===== src/logic/pool_settings.svh =====
`ifndef POOL_SETTINGS_SVH
`define POOL_SETTINGS_SVH

//////////////////////////////////////////////////////////////////////
// Channel and word sizes
//////////////////////////////////////////////////////////////////////

// Channels per feature-map point
`define ST2_POOL_CI   3

// Signed partial sum width, one channel
`define ST2_POOL_IBW  19

// Activation width after requantization
`define ST2_POOL_OBW  8

//////////////////////////////////////////////////////////////////////
// Frame geometry and requantization
//////////////////////////////////////////////////////////////////////

// Frame size in points, both even
`define FMAP_W        8
`define FMAP_H        8

// Arithmetic right shift before saturation
`define REQ_SHIFT     4

`endif


===== src/logic/pool_pkg.sv =====
`include "pool_settings.svh"

package pool_pkg;

    // Counter widths derived from frame size
    localparam int COL_W  = (`FMAP_W > 2) ? $clog2(`FMAP_W) : 1;
    localparam int ROW_W  = (`FMAP_H > 2) ? $clog2(`FMAP_H) : 1;
    // Line buffer address, one entry per column pair
    localparam int PCOL_W = (`FMAP_W > 4) ? $clog2(`FMAP_W / 2) : 1;

    // One channel partial sum, signed
    typedef logic signed [`ST2_POOL_IBW-1:0] fmap_word_t;

    // One channel activation, unsigned
    typedef logic [`ST2_POOL_OBW-1:0] act_t;

    // Column position inside the frame
    typedef logic [COL_W-1:0] col_idx_t;

    // Row position inside the frame
    typedef logic [ROW_W-1:0] row_idx_t;

    // Pooled column, line buffer index
    typedef logic [PCOL_W-1:0] pool_col_t;

endpackage


===== src/logic/pool_stream_if.sv =====
`include "pool_settings.svh"

// Tagged input point, tracker to pooling core
interface pool_stream_if;

    // Single-cycle point strobe
    logic valid;

    // All channel words of one point, channel 0 in the LSBs
    logic [`ST2_POOL_CI*`ST2_POOL_IBW-1:0] fmap;

    // Position parity tags
    logic col_odd;
    logic row_odd;

    // Bottom-right point of the frame
    logic frame_last;

    // Tracker side
    modport src (
        output valid,
        output fmap,
        output col_odd,
        output row_odd,
        output frame_last
    );

    // Pooling core side
    modport dst (
        input valid,
        input fmap,
        input col_odd,
        input row_odd,
        input frame_last
    );

endinterface


===== src/logic/fmap_position_tracker.sv =====
`include "pool_settings.svh"

module fmap_position_tracker (
    input  logic                                  clk,
    input  logic                                  reset_n,
    input  logic                                  i_valid,
    input  logic [`ST2_POOL_CI*`ST2_POOL_IBW-1:0] i_fmap,
    pool_stream_if.src                            o_pt
);

    import pool_pkg::*;

    // Position of the next incoming point
    col_idx_t col_q;
    row_idx_t row_q;

    logic col_end;
    logic row_end;

    assign col_end = (col_q == col_idx_t'(`FMAP_W - 1));
    assign row_end = (row_q == row_idx_t'(`FMAP_H - 1));

    //////////////////////////////////////////////////////////////////////
    // Raster counters
    //////////////////////////////////////////////////////////////////////

    // Wrap at frame edge, next frame starts at 0,0 with no gap
    always_ff @(posedge clk or negedge reset_n) begin
        if (!reset_n) begin
            col_q <= '0;
            row_q <= '0;
        end else if (i_valid) begin
            if (col_end) begin
                col_q <= '0;
                // Row steps only at end of line
                row_q <= row_end ? '0 : row_q + 1'b1;
            end else begin
                col_q <= col_q + 1'b1;
            end
        end
    end

    //////////////////////////////////////////////////////////////////////
    // Tagged point register
    //////////////////////////////////////////////////////////////////////

    // Strobe and end-of-frame flag
    always_ff @(posedge clk or negedge reset_n) begin
        if (!reset_n) begin
            o_pt.valid      <= 1'b0;
            o_pt.frame_last <= 1'b0;
        end else begin
            o_pt.valid      <= i_valid;
            o_pt.frame_last <= i_valid && col_end && row_end;
        end
    end

    // Point data and parity, only meaningful with valid
    always_ff @(posedge clk) begin
        if (i_valid) begin
            o_pt.fmap    <= i_fmap;
            o_pt.col_odd <= col_q[0];
            o_pt.row_odd <= row_q[0];
        end
    end

endmodule


===== src/logic/max_pool_2x2.sv =====
`include "pool_settings.svh"

module max_pool_2x2 (
    input  logic                clk,
    input  logic                reset_n,
    input  logic                i_valid,
    input  logic                i_col_odd,
    input  logic                i_row_odd,
    input  pool_pkg::fmap_word_t i_fmap,
    output logic                o_valid,
    output pool_pkg::fmap_word_t o_fmap
);

    import pool_pkg::*;

    // Even column value waiting for its partner
    fmap_word_t even_q;

    // Horizontal pair maxima of the last even row
    fmap_word_t line_buf [`FMAP_W/2];

    // Column pair index inside the current row
    pool_col_t pcol_q;

    fmap_word_t pair_max;
    fmap_word_t upper_max;
    fmap_word_t win_max;

    logic pair_done;

    //////////////////////////////////////////////////////////////////////
    // Horizontal and vertical compare
    //////////////////////////////////////////////////////////////////////

    // Signed compare on both stages
    assign pair_max  = (i_fmap > even_q) ? i_fmap : even_q;
    assign upper_max = line_buf[pcol_q];
    assign win_max   = (pair_max > upper_max) ? pair_max : upper_max;

    // Odd column closes a horizontal pair
    assign pair_done = i_valid && i_col_odd;

    // Hold left point of the pair
    always_ff @(posedge clk) begin
        if (i_valid && !i_col_odd) begin
            even_q <= i_fmap;
        end
    end

    // Pair counter, wraps once per row
    always_ff @(posedge clk or negedge reset_n) begin
        if (!reset_n) begin
            pcol_q <= '0;
        end else if (pair_done) begin
            if (pcol_q == pool_col_t'(`FMAP_W/2 - 1)) begin
                pcol_q <= '0;
            end else begin
                pcol_q <= pcol_q + 1'b1;
            end
        end
    end

    // Even row stores pair maximum for the row below
    always_ff @(posedge clk) begin
        if (pair_done && !i_row_odd) begin
            line_buf[pcol_q] <= pair_max;
        end
    end

    //////////////////////////////////////////////////////////////////////
    // Window output
    //////////////////////////////////////////////////////////////////////

    // Bottom-right point of a window
    always_ff @(posedge clk or negedge reset_n) begin
        if (!reset_n) begin
            o_valid <= 1'b0;
        end else begin
            o_valid <= pair_done && i_row_odd;
        end
    end

    always_ff @(posedge clk) begin
        if (pair_done && i_row_odd) begin
            o_fmap <= win_max;
        end
    end

endmodule


===== src/logic/stage2_pooling_core.sv =====
`include "pool_settings.svh"

module stage2_pooling_core (
    input  logic                                  clk,
    input  logic                                  reset_n,
    pool_stream_if.dst                            i_pt,
    output logic                                  o_valid,
    output logic [`ST2_POOL_CI*`ST2_POOL_IBW-1:0] o_fmap,
    output logic                                  o_last
);

    import pool_pkg::*;

    // Per-unit strobes and results
    logic [`ST2_POOL_CI-1:0]            unit_valid;
    fmap_word_t [`ST2_POOL_CI-1:0]      unit_out;

    // Frame end, aligned with unit output
    logic last_d;

    logic all_valid;

    assign all_valid = &unit_valid;

    //////////////////////////////////////////////////////////////////////
    // One pooling unit per channel
    //////////////////////////////////////////////////////////////////////

    for (genvar ci = 0; ci < `ST2_POOL_CI; ci++) begin : g_ch
        fmap_word_t ch_in;

        // Channel slice of the packed point
        assign ch_in = i_pt.fmap[ci*`ST2_POOL_IBW +: `ST2_POOL_IBW];

        max_pool_2x2 u_pool (
            .clk       (clk),
            .reset_n   (reset_n),
            .i_valid   (i_pt.valid),
            .i_col_odd (i_pt.col_odd),
            .i_row_odd (i_pt.row_odd),
            .i_fmap    (ch_in),
            .o_valid   (unit_valid[ci]),
            .o_fmap    (unit_out[ci])
        );
    end

    // Same one-cycle delay as the units
    always_ff @(posedge clk or negedge reset_n) begin
        if (!reset_n) begin
            last_d <= 1'b0;
        end else begin
            last_d <= i_pt.valid && i_pt.frame_last;
        end
    end

    // Joined output stage, all channels together
    always_ff @(posedge clk or negedge reset_n) begin
        if (!reset_n) begin
            o_valid <= 1'b0;
            o_last  <= 1'b0;
        end else begin
            o_valid <= all_valid;
            o_last  <= all_valid && last_d;
        end
    end

    always_ff @(posedge clk) begin
        if (all_valid) begin
            o_fmap <= unit_out;
        end
    end

endmodule


===== src/logic/pool_requantizer.sv =====
`include "pool_settings.svh"

module pool_requantizer (
    input  logic                                  clk,
    input  logic                                  reset_n,
    input  logic                                  i_valid,
    input  logic [`ST2_POOL_CI*`ST2_POOL_IBW-1:0] i_fmap,
    input  logic                                  i_last,
    output logic                                  o_valid,
    output pool_pkg::act_t [`ST2_POOL_CI-1:0]     o_act,
    output logic                                  o_last
);

    import pool_pkg::*;

    // Largest activation, as a feature word
    localparam fmap_word_t ACT_MAX = fmap_word_t'((1 << `ST2_POOL_OBW) - 1);

    act_t [`ST2_POOL_CI-1:0] act_next;

    // ReLU, scale, clamp
    function automatic act_t requant(input fmap_word_t w);
        fmap_word_t scaled;
        scaled = w >>> `REQ_SHIFT;
        if (w < 0) begin
            return '0;
        end else if (scaled > ACT_MAX) begin
            return '1;
        end
        return act_t'(scaled);
    endfunction

    always_comb begin
        for (int ci = 0; ci < `ST2_POOL_CI; ci++) begin
            act_next[ci] = requant(i_fmap[ci*`ST2_POOL_IBW +: `ST2_POOL_IBW]);
        end
    end

    // Output register
    always_ff @(posedge clk or negedge reset_n) begin
        if (!reset_n) begin
            o_valid <= 1'b0;
            o_last  <= 1'b0;
        end else begin
            o_valid <= i_valid;
            o_last  <= i_valid && i_last;
        end
    end

    always_ff @(posedge clk) begin
        if (i_valid) begin
            o_act <= act_next;
        end
    end

endmodule


===== src/logic/stage2_pool_top.sv =====
`include "pool_settings.svh"

module stage2_pool_top (
    input  logic                                  clk,
    input  logic                                  reset_n,
    input  logic                                  i_valid,
    input  logic [`ST2_POOL_CI*`ST2_POOL_IBW-1:0] i_fmap,
    output logic                                  o_valid,
    output pool_pkg::act_t [`ST2_POOL_CI-1:0]     o_act,
    output logic                                  o_frame_last
);

    // Tagged input points
    pool_stream_if u_pt ();

    // Pooled words, core to requantizer
    logic                                  pool_valid;
    logic [`ST2_POOL_CI*`ST2_POOL_IBW-1:0] pool_fmap;
    logic                                  pool_last;

    // Cycle 1, position tags
    fmap_position_tracker u_tracker (
        .clk     (clk),
        .reset_n (reset_n),
        .i_valid (i_valid),
        .i_fmap  (i_fmap),
        .o_pt    (u_pt)
    );

    // Cycles 2 and 3, window max and join
    stage2_pooling_core u_core (
        .clk     (clk),
        .reset_n (reset_n),
        .i_pt    (u_pt),
        .o_valid (pool_valid),
        .o_fmap  (pool_fmap),
        .o_last  (pool_last)
    );

    // Cycle 4, 8-bit activations
    pool_requantizer u_requant (
        .clk     (clk),
        .reset_n (reset_n),
        .i_valid (pool_valid),
        .i_fmap  (pool_fmap),
        .i_last  (pool_last),
        .o_valid (o_valid),
        .o_act   (o_act),
        .o_last  (o_frame_last)
    );

endmodule


===== config.mk =====
export PLATFORM = sky130hd
export DESIGN_NAME = stage2_pool_top
export DESIGN_NICKNAME = d
export VERILOG_FILES = /design/src/logic/pool_pkg.sv /design/src/logic/pool_stream_if.sv /design/src/logic/fmap_position_tracker.sv /design/src/logic/max_pool_2x2.sv /design/src/logic/stage2_pooling_core.sv /design/src/logic/pool_requantizer.sv /design/src/logic/stage2_pool_top.sv
export VERILOG_INCLUDE_DIRS = /design/src /design/src/logic
export SDC_FILE = /design/constraint.sdc
export NUM_CORES = 1
export LEC_CHECK = 0
export BUFFER_PORTS_ARGS = -buffer_cell sky130_fd_sc_hd__buf_2
export CELL_PAD_IN_SITES_DETAIL_PLACEMENT = 1
export CELL_PAD_IN_SITES_GLOBAL_PLACEMENT = 1
export CORE_UTILIZATION = 35
export DETAILED_ROUTE_END_ITERATION = 16
export PLACE_DENSITY_LB_ADDON = 0.1
export RECOVER_POWER = 50
export SKIP_CTS_REPAIR_TIMING = 1
export SYNTH_ARGS = -nofsm -noshare
export SYNTH_HDL_FRONTEND = slang
export SYNTH_SLANG_ARGS = --single-unit
export TNS_END_PERCENT = 1

===== constraint.sdc =====
create_clock -name clk -period 12.09 [get_ports clk]
set_input_delay 1.8135 -clock clk [delete_from_list [all_inputs] [get_ports clk]]
set_output_delay 1.8135 -clock clk [all_outputs]
set_load 0.05 [all_outputs]

# [After elaboration in Yosys (flattened, before gate mapping)]
# Memories as Yosys holds them, arrays and structs flattened.
# Index checks and enable logic that the tools add are counted.
[totals] ff_bits=274 latch_bits=0 mem_bits_rw=228 rom_bits=0 inputBits=60 out_inout_bits=26 wordCells=91 n_memories=3
[mem_list] name="u_core.g_ch[0].u_pool.line_buf" words=4 width=19 read_ports=1 rd_ports_with_merged_regs=0 write_ports=1 line_no="max_pool_2x2.sv:20" rtl="fmap_word_t line_buf [`FMAP_W/2];"
[mem_list] name="u_core.g_ch[1].u_pool.line_buf" words=4 width=19 read_ports=1 rd_ports_with_merged_regs=0 write_ports=1 line_no="max_pool_2x2.sv:20"
[mem_list] name="u_core.g_ch[2].u_pool.line_buf" words=4 width=19 read_ports=1 rd_ports_with_merged_regs=0 write_ports=1 line_no="max_pool_2x2.sv:20"
[classes] addsub=5 n_mul=0 div_mod_pow=0 order_cmp=12 eq_ne=5 n_shift=0 n_mux=28 bitwise_logic=0 reduce_logical=12
[ops] op="$gt A19 B19 Y1" n=6
[ops] op="$mux W19" n=6
[ops] op="$mux W8" n=9
[ops] op="$lt A19 B1 Y1 const B" n=3
[ops] op="$gt A15 B9 Y1 const B" n=3
[ops] op="$logic_and A1 B1 Y1" n=9
[ops] op="$mux W1" n=8
[ops] op="$add A2 B1 Y2 const B" n=3
[ops] op="$add A3 B1 Y3 const B" n=2
[ops] op="$eq A2 B2 Y1 const B" n=3
[ops] op="$eq A3 B3 Y1 const B" n=2
[ops] op="$mux W2" n=3
[ops] op="$mux W3" n=2
[ops] op="$logic_not A1 Y1" n=2
[ops] op="$reduce_and A2 Y1" n=1

# [Depth between registers and ports, before layout]
[depth] word_depth=4 ltp_mapped=21 ltp_nobuf=17

# [By module]
# Synthesis repeated with hierarchy kept, for this count alone.
[unflattened] hier_cells=1343 hier_area_um2=22001.1
[modules_own_cells] mod="max_pool_2x2 (u_core.g_ch[2].u_pool)" n_inst=1 cells_each=406 area_each_um2=5739.3 seq_area_each_um2=3498.4
[modules_own_cells] mod="max_pool_2x2 (u_core.g_ch[0].u_pool)" n_inst=1 cells_each=336 area_each_um2=5627.9 seq_area_each_um2=3498.4
[modules_own_cells] mod="max_pool_2x2 (u_core.g_ch[1].u_pool)" n_inst=1 cells_each=369 area_each_um2=5586.6 seq_area_each_um2=3498.4
[modules_own_cells] mod="fmap_position_tracker" n_inst=1 cells_each=82 area_each_um2=2118.3 seq_area_each_um2=1971.9
[modules_own_cells] mod="stage2_pooling_core" n_inst=1 cells_each=63 area_each_um2=1809.2 seq_area_each_um2=1786.7
[modules_own_cells] mod="pool_requantizer" n_inst=1 cells_each=87 area_each_um2=1119.8 seq_area_each_um2=770.7

# [Worst setup path before layout]
# Ideal clock, no wire load.
[synth_path] kind="register -> register" start="register u_tracker.o_pt.fmap[18]" end="register u_core.g_ch[0].u_pool.o_fmap[10] (data pin)" setup_time_ps=260 t_arrival_ps=4387 required_ps=11830 path_slack_ps=7443 path_stages_with_launch=16 path_buffers=2 synth_period_minus_slack_ps=4647 cell_sequence="edfxtp_1 -> ha_1 -> and4_1 -> and4_1 -> o21ai_0 -> o211ai_1 -> mux2i_1 -> buf_2 -> mux2_2 -> ha_1 -> a21o_1 -> a2111oi_0 -> o211ai_1 -> o31ai_4 -> buf_4 -> mux2_2"
[synth_via] elab_chain_len=4
[synth_rtl] element="from (decl)" line_no="pool_stream_if.sv:22" rtl="output fmap,"
[synth_rtl] element="from (signal assigned)" line_no="fmap_position_tracker.sv:61" rtl="o_pt.fmap <= i_fmap;"
[synth_rtl] element="$gt A19 B19 Y1" line_no="max_pool_2x2.sv:36" rtl="assign pair_max = (i_fmap > even_q) ? i_fmap : even_q;"
[synth_rtl] element="$mux W19" line_no="max_pool_2x2.sv:36"
[synth_rtl] element="net u_core.g_ch[0].u_pool.pair_max[16]" line_no="max_pool_2x2.sv:25" rtl="fmap_word_t pair_max;"
[synth_rtl] element="$gt A19 B19 Y1" line_no="max_pool_2x2.sv:38" rtl="assign win_max = (pair_max > upper_max) ? pair_max : upper_max;"
[synth_rtl] element="$mux W19" line_no="max_pool_2x2.sv:38"
[synth_rtl] element="net u_core.g_ch[0].u_pool.win_max[10]" line_no="max_pool_2x2.sv:27" rtl="fmap_word_t win_max;"
[synth_rtl] element="to (signal assigned)" line_no="max_pool_2x2.sv:85" rtl="o_fmap <= win_max;"
[synth_rtl] element="to (decl)" line_no="max_pool_2x2.sv:11" rtl="output pool_pkg::fmap_word_t o_fmap"
# The timed path passes the listed nets, and every way through them passes these cells.
# A chain may end at the register's enable or synchronous reset.

# [Worst setup path after layout]
[layout_path] start="register u_tracker.o_pt.fmap[14]" end="register u_core.g_ch[0].u_pool.o_fmap[10] (data pin)"
# Same word-level chain as after synthesis.

==> reports/results.tsv <==
stage	metric	value	unit
die	row count	88	
die	die area	0.0599	mm^2
synth	synth top area cells	edfxtp_1, ha_1, mux2_2	
place	DP Wirelength	29300	um
synth	Main synth FF type	edfxtp_1	
sta	RSZ-0062 raised after global routing	false	
grt	GRT Overall Usage	15.2	%
synth	syn_nets	1449	
clock_network	worst-skew pair later-pin latency	610	ps
setup_path	WP data arrival	6160	ps
power	Power Dens Cells	226	mW/mm^2
clock_network	CTS tree	done	
grt	global-route wire length before repair	68800	um
setup_path	Critical Path Max Stage Delay	870	ps
min_path	hold path startpoint	u_core.g_ch[1].u_pool.o_fmap[10]	
setup_path	Critical Path Start	u_tracker.o_pt.fmap[14]	
grt	largest net degree at the start of global routing	58	
setup_path	CP Data Required Time	12430	ps
clock_network	clock transition at the registers of the reported paths	60	ps
layout	most frequent cells in the layout	edfxtp_1, inv_1, ha_1	
sta	Final min period	5820	ps
sta	actual slew at the worst max-slew pin	4000	ps
place	placed cells	2103	
routing	Via density	4.84	
sta	setup_tns	0	ps
sta	Setup Viol. Count Final	0	
synth	YS warnings	0	
clock_network	CTS root buf	clkbuf_16	
synth	ys async rst share	4.18	%
power	worst vdd ir	0.119	mV
synth	Syn Std Cell Area	0.0206	mm^2
sta	Worst Skew	23.2	ps
synth	Post-synth EDFFs	458	
setup_path	CP endpoint kind	register	
clock_network	CTS Buf Count	54	
setup_path	CP top delay family	compound AO/OA/AOI/OAI gates	
setup_path	Cell Chain, Critical Path	ha_1 > and4_1 > and4_1 > o21ai_0 > o211ai_1 > mux2i_2 > mux2_2 > ha_1 > a21o_1 > a2111oi_0 > o211ai_1 > o31ai_4 > mux2_2	
die	Die W	245	um
setup_path	number of stages on the worst setup path	13	
setup_path	Buf+Inv Stages, Crit Path	0	
die	die height	245	um
place	port bufs	85	
layout	Area Overhead vs Synth	15.2	%
synth	leading area contributor after synthesis	edfxtp_1	
setup_path	Setup crit start kind	register	
sta	final hold vios	0	
setup_path	Reg-to-Reg Start	u_tracker.o_pt.fmap[14]	
layout	diodes inserted	0	
sta	Final Slew Violations	240	
routing	post-DR wirelength/cell	20.2	um
routing	Detailed Routing Iterations Pass 1	4	
routing	DRC	0	
routing	post-route antenna net violation count	0	
synth	Seq/Total Area, Yosys	69.1	%
synth	library cells used by synthesis	47	
grt	vias in the first global route	11600	
job	total of max-cap violations	7	
setup_path	R2R depth	13	
layout	share of cells above drive strength 1	20.3	%
sta	slew margin rel.	-167	%
die	# IOs	86	
layout	# nets final	1584	
sta	Max Fclk	172	MHz
power	Lkg Pwr	9.10	nW
status	failing checks	capacitance limit, slew limit	
setup_path	Critical Path Fanout Max	15	
routing	via count	10600	
clock_network	total clock sinks	478	
place	GPL Wtd Cong	0.731	
layout	final non-filler cell total	2200	
die	core area	0.0580	mm^2
synth	flops & latches, synth	478	
sta	part of the cycle the worst path needs	48.1	%
clock_network	H-tree Lvls	2	
synth	Synth top area share	66.6	%
grt	GRT overflow	0	
routing	final wirelength	44400	um
min_path	Hold Crit Class	reg -> reg	
clock_network	CTS max path bufs	3	
min_path	hold path cells	0	
die	initial core utilization	35.6	%
setup_path	Setup CP Type	reg -> reg	
layout	leading cell type in the layout, fill and taps excluded	edfxtp_1	
status	outcome	finished with violations	
synth	post-synthesis cell count	1259	
grt	antenna violations before repair	0	
setup_path	crit path max-delay cell type	o31ai_4	
routing	DR iter-0 viols	445	
synth	Syn Area/Cell	16.4	um^2
[state kept, by name (all words and copies together) (netlist names), 6 cells and up]
| signal | count |
|---|---|
| u_core.g_ch.u_pool.even_q | 57 |
| u_core.g_ch.u_pool.o_fmap | 45 |
| u_core.g_ch.u_pool.pcol_q | 6 |
| u_core.g_ch.u_pool.line_buf | 228 |
| u_tracker.o_pt.fmap | 57 |
| u_core.o_fmap | 45 |
| u_requant.o_act | 24 |
[Yosys cell counts (2+ instances only)]
cell type / n
nor2b_1: 12
dfrtp_1: 20
buf_1: 4
mux2i_1: 58
nand4_1: 16
o2111ai_1: 3
o211ai_1: 4
o21ai_0: 43
and4_1: 6
a21o_1: 25
a31oi_1: 25
ha_1: 130
mux2_2: 82
or2_2: 2
edfxtp_1: 458
nand2_1: 41
nor4_1: 4
mux4_2: 38
a32oi_1: 2
inv_1: 154
buf_2: 10
clkbuf_1: 16
nand3_1: 7
a21oi_1: 27
a221oi_1: 3
o21a_1: 6
and3_1: 7
and2_1: 16
nor3_1: 5
nor2_1: 17
a221o_1: 2
[stage by stage]
step           hold slack, ps  utilization (%)  setup WS (ps)  power [mW]  cell area (um^2)
2_1_floorplan             400                -           7440        3.35             20600
3_3_place_gp              402             38.1           6560        3.78             22100
3_5_place_dp              406             38.1           6290        3.82             22100
4_1_cts                   420             41.1           6220        5.48             23900
5_1_grt                   423             41.0           6000        5.71             23800
6_report                  418             41.0           6270        5.38             23800
[area by class of cell]
class                           instances  area (um^2)
Clock buffer                           64         1400
Clock inverter                         33          360
Fill cell                            5746        34200
Inverter                              154          578
Multi-Input combinational cell        595         5680
Sequential cell                       478        14300
Tap cell                              765          957
Timing Repair Buffer                  111          554
[logic make-up after synthesis]
logic type	after synthesis	share of synthesized area, %
buffers and inverters	186	3.50
adder cells (fa/ha/maj)	130	7.88
AND/OR/NAND/NOR	137	3.47
flip-flops	478	69.1
AO/OA/AOI/OAI	149	4.58
multiplexers	179	11.5
[worst paths after layout]
kind / endpoint / slack [ps]
max reg2reg: u_core.g_ch[0].u_pool.o_fmap[10] / 6270
min in group asynchronous: u_core.g_ch[0].u_pool.pcol_q[1] / 1420
max: u_core.g_ch[0].u_pool.o_fmap[10] / 6270
min reg2reg: u_core.o_fmap[29] / 420
max in group asynchronous: u_core.g_ch[1].u_pool.pcol_q[0] / 9880
min: u_core.o_fmap[29] / 420
[report_power, final]
| group | internal, mW | total, mW | switching, mW |
|---|---|---|---|
| combinational | 0.661 | 1.53 | 0.866 |
| sequential | 2.13 | 2.22 | 0.0924 |
| clock | 0.973 | 1.63 | 0.657 |
[metal layers]
metal,global-route usage [%],part of all wire [%],vias up
met5,0,0,-
met4,5.04,2.4,0
met3,2.33,2.7,77
met2,25.0,47,126
met1,20.5,48,5375
li1,-,-,5063
(Power assumes the default switching activity.)
